==> src/logic/mcu_cmd_macros.svh <==
`ifndef MCU_CMD_MACROS_SVH
`define MCU_CMD_MACROS_SVH

// version word answered by get_version.
`define MCU_VERSION 32'h0012_3456

`define MCU_MAX_ARGS 8
`define MCU_NGPIO 8

// command ids as sent by the host.
`define MCU_CMD_GET_VERSION 5'd0
`define MCU_CMD_GET_TIME 5'd2
`define MCU_CMD_SET_DIGITAL_OUT 5'd15
`define MCU_CMD_CONFIG_DIGITAL_OUT 5'd16
`define MCU_CMD_SHUTDOWN 5'd19

// first byte of a response in the send ring.
`define MCU_RSP_GET_VERSION 8'd0
`define MCU_RSP_GET_TIME 8'd1

`endif
==> src/logic/mcu_cmd_pkg.sv <==
`include "mcu_cmd_macros.svh"

package mcu_cmd_pkg;

	typedef logic [7:0] byte_t;
	typedef logic [4:0] cmd_id_t;
	typedef logic signed [31:0] arg_t;
	typedef logic [$clog2(`MCU_MAX_ARGS)-1:0] arg_idx_t;
	typedef logic [7:0] rsp_len_t;
	typedef logic [`MCU_NGPIO-1:0] gpio_t;

	typedef enum logic [1:0] {
		unit_none, // unknown id, dropped after decode.
		unit_system,
		unit_gpio
	} unit_t;

	typedef enum logic [1:0] {
		idle,
		collect,
		dispatch,
		wait_done // unit running, then encoder running.
	} disp_state_t;

endpackage

==> src/logic/mcu_command.sv <==
`timescale 1ns/1ns

module mcu_command (
	input logic clk,
	input logic rst_n,
	input mcu_cmd_pkg::byte_t msg_data,
	input logic msg_ready,
	output logic msg_rd_en,
	output mcu_cmd_pkg::byte_t send_ring_data,
	output logic send_ring_wr_en,
	output mcu_cmd_pkg::rsp_len_t send_fifo_data,
	output logic send_fifo_wr_en,
	input mcu_cmd_pkg::arg_t systime,
	output mcu_cmd_pkg::gpio_t gpio
);
	import mcu_cmd_pkg::*;

	logic busy;
	logic cmd_valid;
	cmd_id_t cmd_id;
	logic arg_valid;
	arg_t arg_data;
	arg_idx_t nargs;
	cmd_id_t unit_cmd;
	arg_t unit_arg;
	logic sys_ready;
	logic gpio_ready;
	logic gpio_advance;
	logic sys_done;
	logic gpio_done;
	logic sys_param_write;
	arg_t sys_param;
	logic shutdown;
	logic rsp_start;
	byte_t rsp_id;
	arg_idx_t nparams;
	arg_idx_t param_idx;
	arg_t param_value;
	logic enc_done;

	vlq_decoder u_decoder (.*);

	cmd_dispatch u_dispatch (
		.sys_advance(1'b0), // system commands carry no arguments.
		.*
	);

	vlq_encoder u_encoder (.*);

	system_unit u_system (
		.cmd(unit_cmd),
		.arg_data(unit_arg),
		.cmd_ready(sys_ready),
		.cmd_done(sys_done),
		.param_data(sys_param),
		.param_write(sys_param_write),
		.*
	);

	gpio_unit u_gpio (
		.cmd(unit_cmd),
		.arg_data(unit_arg),
		.arg_advance(gpio_advance),
		.cmd_ready(gpio_ready),
		.cmd_done(gpio_done),
		.*
	);

endmodule

==> src/logic/gpio_unit.sv <==
`timescale 1ns/1ns
`include "mcu_cmd_macros.svh"

module gpio_unit (
	input logic clk,
	input logic rst_n,
	input mcu_cmd_pkg::cmd_id_t cmd,
	input mcu_cmd_pkg::arg_t arg_data,
	output logic arg_advance,
	input logic cmd_ready,
	output logic cmd_done,
	input logic shutdown,
	output mcu_cmd_pkg::gpio_t gpio
);
	import mcu_cmd_pkg::*;

	localparam int PIN_BITS = $clog2(`MCU_NGPIO);

	logic [PIN_BITS-1:0] pin; // argument 0, latched with cmd_ready.
	gpio_t dflt; // levels taken on shutdown.
	logic shutdown_q;

	always_ff @(posedge clk) begin
		if (cmd_ready)
			pin <= arg_data[PIN_BITS-1:0];
	end

	always_ff @(posedge clk or negedge rst_n) begin
		if (!rst_n) begin
			arg_advance <= 1'b0;
			cmd_done <= 1'b0;
			dflt <= '0;
			gpio <= '0;
			shutdown_q <= 1'b0;
		end else begin
			arg_advance <= cmd_ready;
			cmd_done <= arg_advance; // value argument is on arg_data now.
			shutdown_q <= shutdown;
			if (cmd_done && cmd == `MCU_CMD_CONFIG_DIGITAL_OUT) begin
				dflt[pin] <= arg_data[0];
				gpio[pin] <= arg_data[0];
			end else if (cmd_done && cmd == `MCU_CMD_SET_DIGITAL_OUT && !shutdown) begin
				gpio[pin] <= arg_data[0];
			end
			if (shutdown && !shutdown_q)
				gpio <= dflt;
		end
	end

endmodule

==> src/logic/system_unit.sv <==
`timescale 1ns/1ns
`include "mcu_cmd_macros.svh"

module system_unit (
	input logic clk,
	input logic rst_n,
	input mcu_cmd_pkg::cmd_id_t cmd,
	input mcu_cmd_pkg::arg_t arg_data,
	input logic cmd_ready,
	output logic cmd_done,
	output mcu_cmd_pkg::arg_t param_data,
	output logic param_write,
	input mcu_cmd_pkg::arg_t systime,
	output logic shutdown
);
	import mcu_cmd_pkg::*;

	logic is_version;
	logic is_time;
	arg_t rsp_word; // response id shown while cmd_done is high.

	assign is_version = (cmd == `MCU_CMD_GET_VERSION);
	assign is_time = (cmd == `MCU_CMD_GET_TIME);

	// parameter goes out with cmd_ready so done can follow one cycle later.
	assign param_write = cmd_ready && (is_version || is_time);

	always_comb begin
		if (!cmd_ready)
			param_data = rsp_word;
		else if (is_time)
			param_data = systime;
		else
			param_data = `MCU_VERSION;
	end

	always_ff @(posedge clk or negedge rst_n) begin
		if (!rst_n) begin
			cmd_done <= 1'b0;
			rsp_word <= '0;
			shutdown <= 1'b0;
		end else begin
			cmd_done <= cmd_ready;
			if (cmd_ready && is_time)
				rsp_word <= arg_t'(`MCU_RSP_GET_TIME);
			else if (cmd_ready)
				rsp_word <= arg_t'(`MCU_RSP_GET_VERSION);
			if (cmd_ready && cmd == `MCU_CMD_SHUTDOWN)
				shutdown <= 1'b1; // sticky until reset.
		end
	end

endmodule

==> src/logic/vlq_encoder.sv <==
`timescale 1ns/1ns

module vlq_encoder (
	input logic clk,
	input logic rst_n,
	input logic rsp_start,
	input mcu_cmd_pkg::byte_t rsp_id,
	input mcu_cmd_pkg::arg_idx_t nparams,
	output mcu_cmd_pkg::arg_idx_t param_idx,
	input mcu_cmd_pkg::arg_t param_value,
	output mcu_cmd_pkg::byte_t send_ring_data,
	output logic send_ring_wr_en,
	output mcu_cmd_pkg::rsp_len_t send_fifo_data,
	output logic send_fifo_wr_en,
	output logic enc_done
);
	import mcu_cmd_pkg::*;

	typedef enum logic [1:0] {
		enc_idle,
		enc_size,
		enc_send,
		enc_finish
	} enc_state_t;

	enc_state_t state;
	logic [34:0] wide; // five 7-bit groups.
	logic [34:0] sr;
	logic [2:0] vlq_len;
	logic [2:0] groups; // groups left in the current parameter.
	rsp_len_t len;

	assign wide = {{3{param_value[31]}}, param_value};

	// redundant sign groups are dropped.
	always_comb begin
		if (param_value >= -32 && param_value < 96)
			vlq_len = 3'd1;
		else if (param_value >= -4096 && param_value < 12288)
			vlq_len = 3'd2;
		else if (param_value >= -524288 && param_value < 1572864)
			vlq_len = 3'd3;
		else if (param_value >= -67108864 && param_value < 201326592)
			vlq_len = 3'd4;
		else
			vlq_len = 3'd5;
	end

	always_ff @(posedge clk or negedge rst_n) begin
		if (!rst_n) begin
			state <= enc_idle;
			param_idx <= '0;
			sr <= '0;
			groups <= '0;
			len <= '0;
			send_ring_data <= '0;
			send_ring_wr_en <= 1'b0;
			send_fifo_data <= '0;
			send_fifo_wr_en <= 1'b0;
			enc_done <= 1'b0;
		end else begin
			send_ring_wr_en <= 1'b0;
			send_fifo_wr_en <= 1'b0;
			enc_done <= 1'b0;
			case (state)
				enc_idle: if (rsp_start) begin
					send_ring_data <= rsp_id;
					send_ring_wr_en <= 1'b1;
					len <= rsp_len_t'(1);
					param_idx <= '0;
					state <= (nparams == '0) ? enc_finish : enc_size;
				end
				enc_size: begin
					sr <= wide << (7 * (5 - vlq_len)); // first group to the top.
					groups <= vlq_len;
					state <= enc_send;
				end
				enc_send: begin
					send_ring_data <= {groups != 3'd1, sr[34:28]};
					send_ring_wr_en <= 1'b1;
					len <= len + 1'b1;
					sr <= {sr[27:0], 7'd0};
					groups <= groups - 1'b1;
					if (groups == 3'd1 && arg_idx_t'(param_idx + 1'b1) == nparams) begin
						state <= enc_finish;
					end else if (groups == 3'd1) begin
						param_idx <= param_idx + 1'b1;
						state <= enc_size;
					end
				end
				enc_finish: begin
					send_fifo_data <= len;
					send_fifo_wr_en <= 1'b1;
					enc_done <= 1'b1;
					state <= enc_idle;
				end
				default: state <= enc_idle;
			endcase
		end
	end

endmodule

==> src/logic/cmd_dispatch.sv <==
`timescale 1ns/1ns
`include "mcu_cmd_macros.svh"

module cmd_dispatch (
	input logic clk,
	input logic rst_n,
	input logic cmd_valid,
	input mcu_cmd_pkg::cmd_id_t cmd_id,
	input logic arg_valid,
	input mcu_cmd_pkg::arg_t arg_data,
	output mcu_cmd_pkg::arg_idx_t nargs,
	output logic busy,
	output mcu_cmd_pkg::cmd_id_t unit_cmd,
	output mcu_cmd_pkg::arg_t unit_arg,
	output logic sys_ready,
	output logic gpio_ready,
	input logic sys_advance,
	input logic gpio_advance,
	input logic sys_done,
	input logic gpio_done,
	input logic sys_param_write,
	input mcu_cmd_pkg::arg_t sys_param,
	output logic rsp_start,
	output mcu_cmd_pkg::byte_t rsp_id,
	output mcu_cmd_pkg::arg_idx_t nparams,
	input mcu_cmd_pkg::arg_idx_t param_idx,
	output mcu_cmd_pkg::arg_t param_value,
	input logic enc_done
);
	import mcu_cmd_pkg::*;

	disp_state_t state;
	unit_t unit;
	unit_t tab_unit;
	arg_idx_t tab_nargs;
	logic tab_rsp;
	logic has_rsp;
	logic enc_wait; // response handed to the encoder.
	arg_idx_t arg_cnt;
	arg_idx_t arg_ptr;
	logic unit_advance;
	logic unit_done;
	arg_t args [`MCU_MAX_ARGS];
	arg_t params [`MCU_MAX_ARGS];

	// command table.
	always_comb begin
		tab_unit = unit_none;
		tab_nargs = '0;
		tab_rsp = 1'b0;
		case (cmd_id)
			`MCU_CMD_GET_VERSION, `MCU_CMD_GET_TIME: begin
				tab_unit = unit_system;
				tab_rsp = 1'b1;
			end
			`MCU_CMD_SHUTDOWN: begin
				tab_unit = unit_system;
			end
			`MCU_CMD_SET_DIGITAL_OUT, `MCU_CMD_CONFIG_DIGITAL_OUT: begin
				tab_unit = unit_gpio;
				tab_nargs = arg_idx_t'(2); // pin, value.
			end
			default: ;
		endcase
	end

	always_comb begin
		unit_advance = 1'b0;
		unit_done = 1'b0;
		case (unit)
			unit_system: begin
				unit_advance = sys_advance;
				unit_done = sys_done;
			end
			unit_gpio: begin
				unit_advance = gpio_advance;
				unit_done = gpio_done;
			end
			default: ;
		endcase
	end

	assign busy = (state == dispatch) || (state == wait_done);
	assign param_value = params[param_idx];

	always_ff @(posedge clk) begin
		if (state == collect && arg_valid)
			args[arg_cnt] <= arg_data;
		if (state == wait_done && !enc_wait && sys_param_write)
			params[nparams] <= sys_param;
	end

	always_ff @(posedge clk or negedge rst_n) begin
		if (!rst_n) begin
			state <= idle;
			unit <= unit_none;
			has_rsp <= 1'b0;
			enc_wait <= 1'b0;
			arg_cnt <= '0;
			arg_ptr <= '0;
			nargs <= '0;
			unit_cmd <= '0;
			unit_arg <= '0;
			sys_ready <= 1'b0;
			gpio_ready <= 1'b0;
			rsp_start <= 1'b0;
			rsp_id <= '0;
			nparams <= '0;
		end else begin
			sys_ready <= 1'b0;
			gpio_ready <= 1'b0;
			rsp_start <= 1'b0;
			case (state)
				idle: if (cmd_valid) begin
					unit_cmd <= cmd_id;
					unit <= tab_unit;
					nargs <= tab_nargs;
					has_rsp <= tab_rsp;
					arg_cnt <= '0;
					state <= (tab_nargs == '0) ? dispatch : collect;
				end
				collect: if (arg_valid) begin
					arg_cnt <= arg_cnt + 1'b1;
					if (arg_idx_t'(arg_cnt + 1'b1) == nargs)
						state <= dispatch;
				end
				dispatch: begin
					unit_arg <= args[0];
					arg_ptr <= arg_idx_t'(1);
					nparams <= '0;
					enc_wait <= 1'b0;
					sys_ready <= (unit == unit_system);
					gpio_ready <= (unit == unit_gpio);
					state <= (unit == unit_none) ? idle : wait_done;
				end
				wait_done: if (enc_wait) begin
					if (enc_done)
						state <= idle;
				end else begin
					if (sys_param_write)
						nparams <= nparams + 1'b1;
					if (unit_advance) begin
						unit_arg <= args[arg_ptr];
						arg_ptr <= arg_ptr + 1'b1;
					end
					if (unit_done && has_rsp) begin
						rsp_start <= 1'b1;
						rsp_id <= sys_param[7:0]; // id rides on param_data with done.
						enc_wait <= 1'b1;
					end else if (unit_done) begin
						state <= idle;
					end
				end
				default: state <= idle;
			endcase
		end
	end

endmodule

==> src/logic/vlq_decoder.sv <==
`timescale 1ns/1ns

module vlq_decoder (
	input logic clk,
	input logic rst_n,
	input mcu_cmd_pkg::byte_t msg_data,
	input logic msg_ready,
	output logic msg_rd_en,
	input logic busy,
	input mcu_cmd_pkg::arg_idx_t nargs,
	output logic cmd_valid,
	output mcu_cmd_pkg::cmd_id_t cmd_id,
	output logic arg_valid,
	output mcu_cmd_pkg::arg_t arg_data
);
	import mcu_cmd_pkg::*;

	arg_t acc; // groups gathered so far.
	arg_t acc_next;
	arg_idx_t arg_cnt; // arguments delivered for the current command.
	logic cont; // inside a multi-byte argument.
	logic take;
	logic expect_arg;

	// one byte every second cycle at most.
	assign take = msg_ready && !msg_rd_en && !busy;
	assign expect_arg = (arg_cnt != nargs);

	always_comb begin
		if (cont) begin
			acc_next = {acc[24:0], msg_data[6:0]};
		end else begin
			acc_next = {{25{msg_data[6] & msg_data[5]}}, msg_data[6:0]}; // 11 in bits 6:5 is negative.
		end
	end

	always_ff @(posedge clk) begin
		if (take && expect_arg)
			acc <= acc_next;
	end

	always_ff @(posedge clk or negedge rst_n) begin
		if (!rst_n) begin
			msg_rd_en <= 1'b0;
			cmd_valid <= 1'b0;
			cmd_id <= '0;
			arg_valid <= 1'b0;
			arg_data <= '0;
			arg_cnt <= '0;
			cont <= 1'b0;
		end else begin
			msg_rd_en <= take;
			cmd_valid <= 1'b0;
			arg_valid <= 1'b0;
			if (take) begin
				if (!expect_arg) begin
					cmd_id <= msg_data[4:0];
					cmd_valid <= 1'b1;
					arg_cnt <= '0; // nargs follows from the dispatcher next cycle.
				end else begin
					cont <= msg_data[7];
					if (!msg_data[7]) begin
						arg_data <= acc_next;
						arg_valid <= 1'b1;
						arg_cnt <= arg_cnt + 1'b1;
					end
				end
			end
		end
	end

endmodule

==> config.mk <==
export PLATFORM = sky130hd
export DESIGN_NAME = mcu_command
export DESIGN_NICKNAME = d
export VERILOG_FILES = /design/src/logic/mcu_cmd_pkg.sv /design/src/logic/mcu_command.sv /design/src/logic/gpio_unit.sv /design/src/logic/system_unit.sv /design/src/logic/vlq_encoder.sv /design/src/logic/cmd_dispatch.sv /design/src/logic/vlq_decoder.sv
export VERILOG_INCLUDE_DIRS = /design/src /design/src/logic
export SDC_FILE = /design/constraint.sdc
export NUM_CORES = 1
export LEC_CHECK = 0
export BUFFER_PORTS_ARGS = -buffer_cell sky130_fd_sc_hd__buf_2
export CAP_MARGIN = 40
export CORE_MARGIN = 8
export CORE_UTILIZATION = 40
export CTS_BUF_LIST = sky130_fd_sc_hd__clkbuf_16
export DETAILED_ROUTE_END_ITERATION = 10
export PLACE_DENSITY = 0.62
export SLEW_MARGIN = 40
export SYNTH_ARGS = -nofsm -noshare
export SYNTH_HDL_FRONTEND = slang
export SYNTH_SLANG_ARGS = --single-unit
export TNS_END_PERCENT = 50
==> constraint.sdc <==
create_clock -name clk -period 11.4 [get_ports clk]
set_clock_uncertainty 0.15 [all_clocks]
set_input_delay 2.28 -clock clk [delete_from_list [all_inputs] [get_ports clk]]
set_output_delay 2.28 -clock clk [all_outputs]
set_load 0.05 [all_outputs]
==> key figures, run 1 <==
Timing
  – Final hold viol count: 0
  – Minimum clock period: 7.92 ns
  – Max Slew Vio Count: 0
  – Period utilization: between 60% and 70%
  – RSZ-0062 raised after global routing: false
  – F_max: around 0.13 GHz
  – Setup WS post-layout: 3.48 ns
  – # setup viols final: 0
  – Hold slack final: slightly below 0.3 ns
  – Relative slew slack: 46.9%
  – Worst-Margin Slew: 0.796 ns
  – Sum Neg Setup Slack: 0 ns

Critical path
  – Setup slack, reg-to-reg: around 3.5 ns
  – Crit. End Element: flop
  – Startpoint class of the critical path: flop
  – CP Max Fanout: 35
  – WS Path Type: flop to flop
  – CP arrival: roughly 8.2 ns
  – CP required: roughly 12 ns

Place
  – I/O Buffers: 67
  – Pre-CTS setup slack: between 3 and 4 ns
  – RePlAce Congestion: around 0.87
  – Post-detail-place hpwl: roughly 28,000 µm

Floorplanning
  – Initial Util: 40.4%
  – IO Pins: 70
  – Die Wd: about 240 µm
  – Core area: ~50,000 µm²
  – Die area: about 57,000 µm²
  – Die height: around 240 µm
  – Row count: slightly above 80

Layout
  – Area Growth Syn to Fin: 12.7%
  – Inserted Diodes: 0
  – Nets: about 1,500
  – Fillers: 4,318
  – Share of layout cells above drive strength 1: 22.5%

Drt
  – First-pass detailed-route iteration total: 5
  – Vias post-DR: 11,700
  – Residual DRC: 0
  – DRT met1 WL: roughly 21,000 µm
  – DR vias/cell: between 5 and 6
  – Metal2 WL: 20,400 µm
  – ANT nets after route: 0
  – Drt wl/cell: roughly 21 µm
  – Top routing layer in use: met4
  – Final wirelength: between 40,000 and 50,000 µm
  – Starting DRT DRC Count: about 970
  – Routed wl met3: ~2100 µm

Global route
  – Vias in the first global route: 11,800
  – GRT Total Usage: between 10% and 20%
  – Largest net degree at the start of global routing: 94
  – Gr ovfl total: 0
  – Initial antenna violation count: 1
  – First-pass GRT wire length: 69,500 µm

Clocking
  – Post-cts gate resize count: 0
  – # clock sinks: between 400 and 500
  – Root Driver: clkbuf_16
  – Total CTS buffers: 45
  – Worst-Skew Late Latency: ~0.57 ns
  – Cts hold-fix bufs: 0
  – H-tree Lvls: 2
  – Clock Tree Buf Depth: 3
  – Clock slew at reported path FFs: around 0.070 ns
  – Post-CTS setup buffer count: 0
  – CTS tree: done

Run
  – Max cap viols: 0

Min path
  – Hold Path Class: flop to flop

Synthesis
  – Post-synth top flop: edfxtp_1
  – Post-synth EDFFs: approximately 280
  – Mapped Avg Cell Area: about 14 µm²
  – Yosys warning count: 0
  – Distinct cells, synth: 74
  – FFs w/ async S/R, synth: roughly 33%
  – Post-synthesis sequential area ratio: approximately 61%
  – Mapped Area: 19,700 µm²
  – Syn Inst Count: around 1,400
  – Syn Nets: 1,460
  – Synth Register Bits: roughly 420

Outcome
  – Status: finished, final reports clean
==> synthesized netlist by cell type (13+ instances only) <==
master,count,area (µm²)
mux4_2,95,2140
a21oi_1,25,125
nand4_1,16,100
mux2i_1,75,751
and2_1,33,206
clkbuf_1,46,173
nand2_1,133,499
buf_1,13,48.8
dfrtp_1,139,3480
nor3_1,23,115
nand3_1,37,185
nor2_1,79,297
edfxtp_1,283,8500
inv_1,44,165
mux2_2,47,529
ha_1,22,275
o21ai_0,56,280
o21a_1,13,97.6
==> per-layer routing <==
layer	vias up	global-route usage (%)
met3	60	3.01
li1	5432	-
met5	-	0
met4	0	4.51
met2	271	24.5
met1	5964	22.2
==> per-stage QoR <==
stage          cell area (µm²)  utilization, %  instances
2_1_floorplan            19700               -       1395
3_3_place_gp             20700            42.4       2066
6_report                 22200            45.5       2147
4_1_cts                  22100            45.4       2146
3_5_place_dp             20700            42.5       2066
5_1_grt                  22200            45.5       2147
==> kinds of logic (layout without fill, tap and decap cells) <==
kind of cell,Yosys count,after routing,synth area share [%]
DFF,422,422,60.8
buffers and inverters,127,215,2.85
adders and majority gates,22,22,1.40
and+or+nand+nor,388,388,9.48
muxes,226,226,18.1
xor gates and xnor gates,18,18,0.801
AOI/OAI and AO/OA,192,192,6.50
==> placed cells by master (no fill, tap or decap), types with 12 or more instances in the layout <==
| master | count |
|---|---|
| mux2_2 | 47 |
| mux4_2 | 95 |
| dfrtp_1 | 137 |
| a31oi_1 | 12 |
| buf_2 | 66 |
| o21ai_0 | 56 |
| nor3_1 | 21 |
| and2_1 | 33 |
| ha_1 | 19 |
| clkbuf_16 | 47 |
| a21oi_1 | 25 |
| nand3_1 | 37 |
| buf_4 | 18 |
| mux2i_1 | 74 |
| nand2b_1 | 12 |
| o21a_1 | 13 |
| nand2_1 | 133 |
| nand4_1 | 16 |
| edfxtp_1 | 283 |
| nor2_1 | 73 |
| inv_1 | 51 |
| a22oi_1 | 12 |
==> sequential cells by signal, indices dropped and copies added, names as in the netlist, 5 cells and up <==
register and flops:
u_encoder.send_fifo_data 8, u_encoder.len 8, u_dispatch.unit_cmd 5, u_dispatch.params 256, u_encoder.sr 35, u_dispatch.args 24, u_gpio.gpio 8, u_dispatch.rsp_id 8
u_decoder.cmd_id 5, u_gpio.dflt 8, u_encoder.send_ring_data 8
==> final cells by class <==
type / count / area (µm²) / area share, %
sequential: 422 / 12000 / 54.0
multi-input combinational: 846 / 7230 / 32.6
inverter: 48 / 183 / 0.824
timing repair buffer: 87 / 510 / 2.30
clock buffer: 47 / 1180 / 5.30
tap: 664 / 831 / 3.75
clock inverter: 33 / 274 / 1.24
==> worst paths after layout <==
check                           cells past startpoint                   start                  end
max in group asynchronous                           3                   rst_n  u_decoder.msg_rd_en
worst min-delay path                                0      u_gpio.arg_advance      u_gpio.cmd_done
worst max register to register                     19  u_encoder.param_idx[0]      u_encoder.sr[5]
worst max-delay path                               19  u_encoder.param_idx[0]      u_encoder.sr[5]
worst min register to register                      0      u_gpio.arg_advance      u_gpio.cmd_done
min in group asynchronous                           1                   rst_n     u_encoder.sr[21]
==> worst max-delay path, cell delays in order (launching register included) <==
cell	delay, ns
dfrtp_4	0.81
buf_4	0.68
mux4_2	0.58
mux2i_1	0.55
nand2_2	0.15
or4_1	0.61
o22a_1	0.33
or3_1	0.50
inv_1	0.14
ha_1	0.24
buf_4	0.24
xnor2_1	0.17
ha_1	0.27
and3_1	0.19
a31o_2	0.25
or3_1	0.35
a21oi_1	0.66
buf_4	0.32
nand3_1	0.20
o32ai_1	0.34
Power of run 1 is left out: the tool's default activity adds up to more than one toggle a clock period on the data nets, which glitch-free logic cannot reach.
==> run 2, diff against run 1 <==
--- a/config.mk
+++ b/config.mk
@@ -12,7 +12,7 @@
 export CORE_UTILIZATION = 40
 export CTS_BUF_LIST = sky130_fd_sc_hd__clkbuf_16
 export DETAILED_ROUTE_END_ITERATION = 10
-export PLACE_DENSITY = 0.62
+export PLACE_DENSITY = 0.64
 export SLEW_MARGIN = 40
 export SYNTH_ARGS = -nofsm -noshare
 export SYNTH_HDL_FRONTEND = slang
==> constraint.sdc (replaced) <==
create_clock -name clk -period 6.4 [get_ports clk]
set_clock_uncertainty 0.15 [all_clocks]
set_input_delay 1.28 -clock clk [delete_from_list [all_inputs] [get_ports clk]]
set_output_delay 1.28 -clock clk [all_outputs]
set_load 0.05 [all_outputs]
==> key figures, run 2 (same netlist as run 1, synthesis figures left out) <==
Timing
  – Relative slew slack: 43.3% (was 46.9%)
  – RSZ-0062 raised after global routing: false (unchanged)
  – Worst-Margin Slew: 0.843 ns (was 0.796 ns)
  – Setup WS post-layout: 0.358 ns (was 3.48 ns)
  – Hold slack final: 0.297 ns (was 0.289 ns)
  – Minimum clock period: 6.04 ns (was 7.92 ns)
  – Period utilization: 94.4% (was 69.5%)
  – F_max: 0.165 GHz (was 0.126 GHz)
  – Max Slew Vio Count: 0 (unchanged)
  – Final hold viol count: 0 (unchanged)
  – Sum Neg Setup Slack: 0 ns (unchanged)
  – # setup viols final: 0 (unchanged)

Drt
  – ANT nets after route: 0 (unchanged)
  – DR vias/cell: 5.50 (was 5.46)
  – First-pass detailed-route iteration total: 6 (was 5)
  – Final wirelength: 45,500 µm (was 44,700 µm)
  – Drt wl/cell: 20.9 µm (was 20.8 µm)
  – Residual DRC: 0 (unchanged)
  – Starting DRT DRC Count: 1,197 (was 967)
  – Vias post-DR: 12,000 (was 11,700)

Clocking
  – # clock sinks: 422 (unchanged)
  – H-tree Lvls: 2 (unchanged)
  – Worst-Skew Late Latency: 0.59 ns (was 0.57 ns)
  – Clock slew at reported path FFs: 0.06 ns (was 0.07 ns)
  – CTS tree: done (unchanged)
  – Cts hold-fix bufs: 0 (unchanged)
  – Root Driver: clkbuf_16 (unchanged)
  – Clock Tree Buf Depth: 3 (unchanged)
  – Total CTS buffers: 45 (unchanged)

Outcome
  – Status: finished, final reports clean (unchanged)

Layout
  – Top flop regs: u_dispatch.params: 256 flops, u_encoder.sr: 35 flops, u_dispatch.args: 24 flops (unchanged)
  – Nets: 1,544 (was 1,515)
  – Area of the multi-input gates: 7240 µm² (was 7230 µm²)
  – Top reg by flops: u_dispatch.params (unchanged)
  – Inserted Diodes: 0 (unchanged)
  – Fillers: 4,254 (was 4,318)
  – Most frequent cells in the layout: edfxtp_1, dfrtp_1, nand2_1 (unchanged)
  – Area Growth Syn to Fin: 14.1% (was 12.7%)
  – Share of layout cells above drive strength 1: 24.4% (was 22.5%)
  – Commonest non-fill, non-tap cell in the layout: edfxtp_1 (unchanged)
  – Max reg flops: 256 (unchanged)
  – Final Non-Filler Cells: 2,180 (was 2,147)
  – Reg area: 12,000 µm² (unchanged)

Min path
  – Worst Hold Launch: u_gpio.arg_advance (unchanged)
  – Hold Path Stages: 0 (unchanged)
  – Hold endpoint: u_gpio.cmd_done (unchanged)
  – Hold Path Class: flop to flop (unchanged)

Critical path
  – Critical Path Stages: 18 (was 19)
  – CP required: 6.72 ns (was 11.71 ns)
  – CP Buf/Inv Count: 3 (was 4)
  – CP arrival: 6.37 ns (was 8.23 ns)
  – Setup slack, reg-to-reg: 0.36 ns (was 3.48 ns)
  – WS Path Type: flop to flop (unchanged)
  – Crit Reg-Reg Startpoint: u_encoder.param_idx[0] (unchanged)
  – R2R cell count: 18 (was 19)
  – Startpoint class of the critical path: flop (unchanged)
  – Crit. End Element: flop (unchanged)
  – CP Max Fanout: 24 (was 35)
  – Reg2Reg Capture Point: u_encoder.sr[17] (was u_encoder.sr[5])
  – CP top delay family: simple AND/OR/NAND/NOR gates (unchanged)
  – Crit path max-delay cell type: or4_1 (was dfrtp_4)
  – CP max stage delay: 0.57 ns (was 0.81 ns)
  – Critical path cell sequence: buf_12, mux4_2, mux2i_1, nand4_1, or4_1, o22a_1, or3_1, inv_1, ha_1, xnor2_1, ha_1, and3_1, a31o_2, or3_1, a21oi_1, buf_4, nand2_1, o221ai_1 (was buf_4, mux4_2, mux2i_1, nand2_2, or4_1, o22a_1, or3_1, inv_1, ha_1, buf_4, xnor2_1, ha_1, and3_1, a31o_2, or3_1, a21oi_1, buf_4, nand3_1, o32ai_1)

Place
  – RePlAce Congestion: 0.886 (was 0.870)
  – I/O Buffers: 67 (unchanged)
  – Inst Count DP: 2,096 (was 2,066)
  – Pre-CTS setup slack: 0.264 ns (was 3.44 ns)
  – Post-detail-place hpwl: 29,800 µm (was 28,100 µm)

Floorplanning
  – Die Wd: 238 µm (unchanged)
  – IO Pins: 70 (unchanged)
  – Row count: 81 (unchanged)
  – Initial Util: 40.4% (unchanged)
  – Die area: 56,600 µm² (unchanged)
  – Core area: 48,700 µm² (unchanged)
  – Die height: 238 µm (unchanged)

Global route
  – First-pass GRT wire length: 70,700 µm (was 69,500 µm)
  – Largest net degree at the start of global routing: 94 (unchanged)
  – GR peak layer: met2 (unchanged)
  – Met3 usage: 3.28% (was 3.01%)
  – Met1 Resource Use GR: 22.7% (was 22.2%)
  – GRT Total Usage: 16.0% (was 15.7%)
  – Met2 Track Usage GR: 24.7% (was 24.5%)
  – Vias in the first global route: 11,900 (was 11,800)
  – Gr ovfl total: 0 (unchanged)
  – Initial antenna violation count: 0 (was 1)

Run
  – Max cap viols: 0 (unchanged)
## run 2: cell count changes in the layout (fill, tap and decap cells not counted), sizes merged
| cell | before | now |
|---|---|---|
| buf | 86 | 115 |
| inv | 56 | 54 |
| clkinvlp | 6 | 1 |
| clkinv | 15 | 26 |
| bufinv | 4 | 6 |
| clkbuf | 48 | 46 |
## run 2: what timing repair did
item | in CTS | in global routing
setup endpoints to repair | 0 | 17
buffers inserted | 0 | 0
resized for setup | 0 | 7
hold endpoints to repair | 0 | 0
## run 2: how the worst max path moves through the flow
stage | start | to | slack, ns
floorplan | u_encoder.param_idx[0] | u_encoder.sr[5] | 0.08
global placement | u_encoder.param_idx[0] | u_encoder.sr[31] | 0.33
detailed placement | u_encoder.param_idx[0] | u_encoder.sr[17] | 0.26
CTS | u_encoder.param_idx[0] | u_encoder.sr[31] | 0.24
global route | u_encoder.param_idx[0] | u_encoder.sr[31] | 0.01
finish | u_encoder.param_idx[0] | u_encoder.sr[17] | 0.36
## run 2: stage by stage
step           utilization, %  instance area (µm²)
3_3_place_gp             42.9                20900
4_1_cts                  46.0                22400
2_1_floorplan               -                19700
6_report                 46.1                22500
3_5_place_dp             42.9                20900
5_1_grt                  46.1                22500
## run 2: final cells by class
type	instances	share of cell area, %
clock inverter	39	1.65
multi-input combinational	846	32.2
timing repair buffer	116	3.26
clock buffer	45	5.01
inverter	48	0.813
tap	664	3.70
sequential	422	53.3
## run 2: layer usage
metal | vias to the layer above | routed length, µm | part of all wire [%]
met1 | 6042 | 20600 | 45
li1 | 5494 | - | -
met4 | 0 | 1110 | 2.4
met5 | - | 0 | 0
met2 | 366 | 20700 | 46
met3 | 78 | 3050 | 6.7
Power of run 2 is left out for the same reason.
==> run 3, diff against run 2 <==
--- a/config.mk
+++ b/config.mk
@@ -8,6 +8,7 @@
 export LEC_CHECK = 0
 export BUFFER_PORTS_ARGS = -buffer_cell sky130_fd_sc_hd__buf_2
 export CAP_MARGIN = 40
+export CORE_ASPECT_RATIO = 1.25
 export CORE_MARGIN = 8
 export CORE_UTILIZATION = 40
 export CTS_BUF_LIST = sky130_fd_sc_hd__clkbuf_16
==> key figures, run 3 (same netlist as run 1, synthesis figures left out) <==
Timing
  – Relative slew slack: 42.6% (was 43.3%)
  – Minimum clock period: 6.01 ns (was 6.04 ns)
  – Sum Neg Setup Slack: 0 ns (unchanged)
  – Max Slew Vio Count: 0 (unchanged)
  – RSZ-0062 raised after global routing: false (unchanged)
  – Period utilization: 94.0% (was 94.4%)
  – Hold slack final: 0.279 ns (was 0.297 ns)
  – # setup viols final: 0 (unchanged)
  – Worst-Margin Slew: 0.853 ns (was 0.843 ns)
  – F_max: 0.166 GHz (was 0.165 GHz)
  – Final hold viol count: 0 (unchanged)

Critical path
  – Setup slack, reg-to-reg: 0.39 ns (was 0.36 ns)
  – Reg2Reg Capture Point: u_encoder.sr[5] (was u_encoder.sr[17])
  – CP arrival: 6.33 ns (was 6.37 ns)
  – Startpoint class of the critical path: flop (unchanged)
  – WS Path Type: flop to flop (unchanged)
  – Crit. End Element: flop (unchanged)
  – CP required: 6.71 ns (was 6.72 ns)
  – Crit Reg-Reg Startpoint: u_encoder.param_idx[0] (unchanged)
  – R2R cell count: 17 (was 18)
  – CP Max Fanout: 13 (was 24)

Layout
  – Max reg flops: 256 (unchanged)
  – Commonest non-fill, non-tap cell in the layout: edfxtp_1 (unchanged)
  – Area Growth Syn to Fin: 13.5% (was 14.1%)
  – Inserted Diodes: 0 (unchanged)
  – Top reg by flops: u_dispatch.params (unchanged)
  – Final Non-Filler Cells: 2,164 (was 2,180)
  – Final core utilization: 45.7% (was 46.1%)
  – Top flop regs: u_dispatch.params: 256 flops, u_encoder.sr: 35 flops, u_dispatch.args: 24 flops (unchanged)
  – Most frequent cells in the layout: edfxtp_1, dfrtp_1, nand2_1 (unchanged)
  – Nets: 1,545 (was 1,544)
  – Share of layout cells above drive strength 1: 23.4% (was 24.4%)

Drt
  – Residual DRC: 0 (unchanged)
  – Metal2 WL: 21,500 µm (was 20,700 µm)
  – DRT met1 WL: 19,700 µm (was 20,600 µm)
  – Vias post-DR: 11,900 (was 12,000)
  – DR vias/cell: 5.51 (was 5.50)
  – Routed wl met3: 1810 µm (was 3050 µm)
  – Drt wl/cell: 20.4 µm (was 20.9 µm)
  – ANT nets after route: 0 (unchanged)
  – First-pass detailed-route iteration total: 5 (was 6)
  – Final wirelength: 44,200 µm (was 45,500 µm)
  – Starting DRT DRC Count: 925 (was 1,197)
  – Top routing layer in use: met4 (unchanged)

Floorplanning
  – Die area: 56,600 µm² (about the same)
  – Initial Util: 40.2% (was 40.4%)
  – Core area: 49,000 µm² (was 48,700 µm²)
  – Die Wd: 214 µm (was 238 µm)
  – Die height: 264 µm (was 238 µm)
  – IO Pins: 70 (unchanged)
  – Row count: 91 (was 81)

Clocking
  – Total CTS buffers: 43 (was 45)
  – CTS tree: done (unchanged)
  – Worst-Skew Late Latency: 0.58 ns (was 0.59 ns)
  – H-tree Lvls: 2 (unchanged)
  – Clock Tree Buf Depth: 3 (unchanged)
  – Cts hold-fix bufs: 0 (unchanged)
  – Clock slew at reported path FFs: 0.06 ns (about the same)
  – # clock sinks: 422 (unchanged)
  – Root Driver: clkbuf_16 (unchanged)

Min path
  – Worst Hold Launch: u_gpio.arg_advance (unchanged)
  – Hold endpoint: u_gpio.cmd_done (unchanged)
  – Hold Path Class: flop to flop (unchanged)
  – Hold Path Stages: 0 (unchanged)

Global route
  – Gr ovfl total: 0 (unchanged)
  – GRT Total Usage: 15.4% (was 16.0%)
  – Largest net degree at the start of global routing: 97 (was 94)
  – Initial antenna violation count: 0 (unchanged)
  – Vias in the first global route: 12,300 (was 11,900)
  – First-pass GRT wire length: 70,000 µm (was 70,700 µm)

Place
  – I/O Buffers: 67 (unchanged)
  – Inst Count DP: 2,086 (was 2,096)
  – RePlAce Congestion: 0.880 (was 0.886)
  – Post-detail-place hpwl: 29,300 µm (was 29,800 µm)

Run
  – Max cap viols: 0 (unchanged)

Outcome
  – Status: finished, final reports clean (unchanged)
## run 3: cell count changes in the layout (fill, tap and decap cells not counted), sizes merged
cell / change
clkinv: -10
inv: +9
buf: +4
bufinv: -4
clkbuf: -3
clkinvlp: +1
## run 3: layer usage
| layer | global-route usage, % | vias to the layer above |
|---|---|---|
| met5 | 0 | - |
| met4 | 5.29 | 0 |
| met3 | 2.17 | 76 |
| met2 | 25.5 | 272 |
| met1 | 20.5 | 6068 |
| li1 | - | 5504 |
## run 3: critical path: stages (launching register included)
cell and delay, ns:
dfrtp_4 0.57, buf_4 0.22, mux4_2 0.51, mux2i_2 0.37, nand3_1 0.20, or4_1 0.60, o22a_1 0.24, or3_1 0.47
inv_1 0.14, ha_1 0.26, xnor2_1 0.14, ha_1 0.25, and3_1 0.18, a31o_2 0.25, or3_1 0.36, a21oi_1 0.33
nand3_1 0.31, o32ai_1 0.36
## run 3: metrics by stage
stage | cell area (µm²) | setup slack [ns]
floorplan | 19700 | 0.0827
global placement | 21000 | 0.391
detailed placement | 21000 | 0.302
CTS | 22300 | 0.294
global route | 22400 | 0.00515
finish | 22400 | 0.386
## run 3: layout make-up
class                   instances  area (µm²)
well taps                     651         815
multi-input cells             846        7220
inverters                      48         183
clock buffers                  43        1080
fillers                      4379       26600
clock inverters                35         274
flip-flops and latches        422       12000
repair buffers                119         802
## run 3: worst max path at each step
stage / startpoint / end / depth (start not counted)
after floorplan: u_encoder.param_idx[0] / u_encoder.sr[5] / 23
after global placement: u_encoder.param_idx[0] / u_encoder.sr[5] / 17
after detailed placement: u_encoder.param_idx[0] / u_encoder.sr[5] / 17
after CTS: u_encoder.param_idx[0] / u_encoder.sr[5] / 17
after global routing: u_encoder.param_idx[0] / u_encoder.sr[5] / 17
final: u_encoder.param_idx[0] / u_encoder.sr[5] / 17
## run 3: repair_timing
item                                    CTS  global route
buffers inserted                          0             0
endpoints found under the setup margin    0             1
resized for setup                         0             1
Power of run 3 is left out for the same reason.
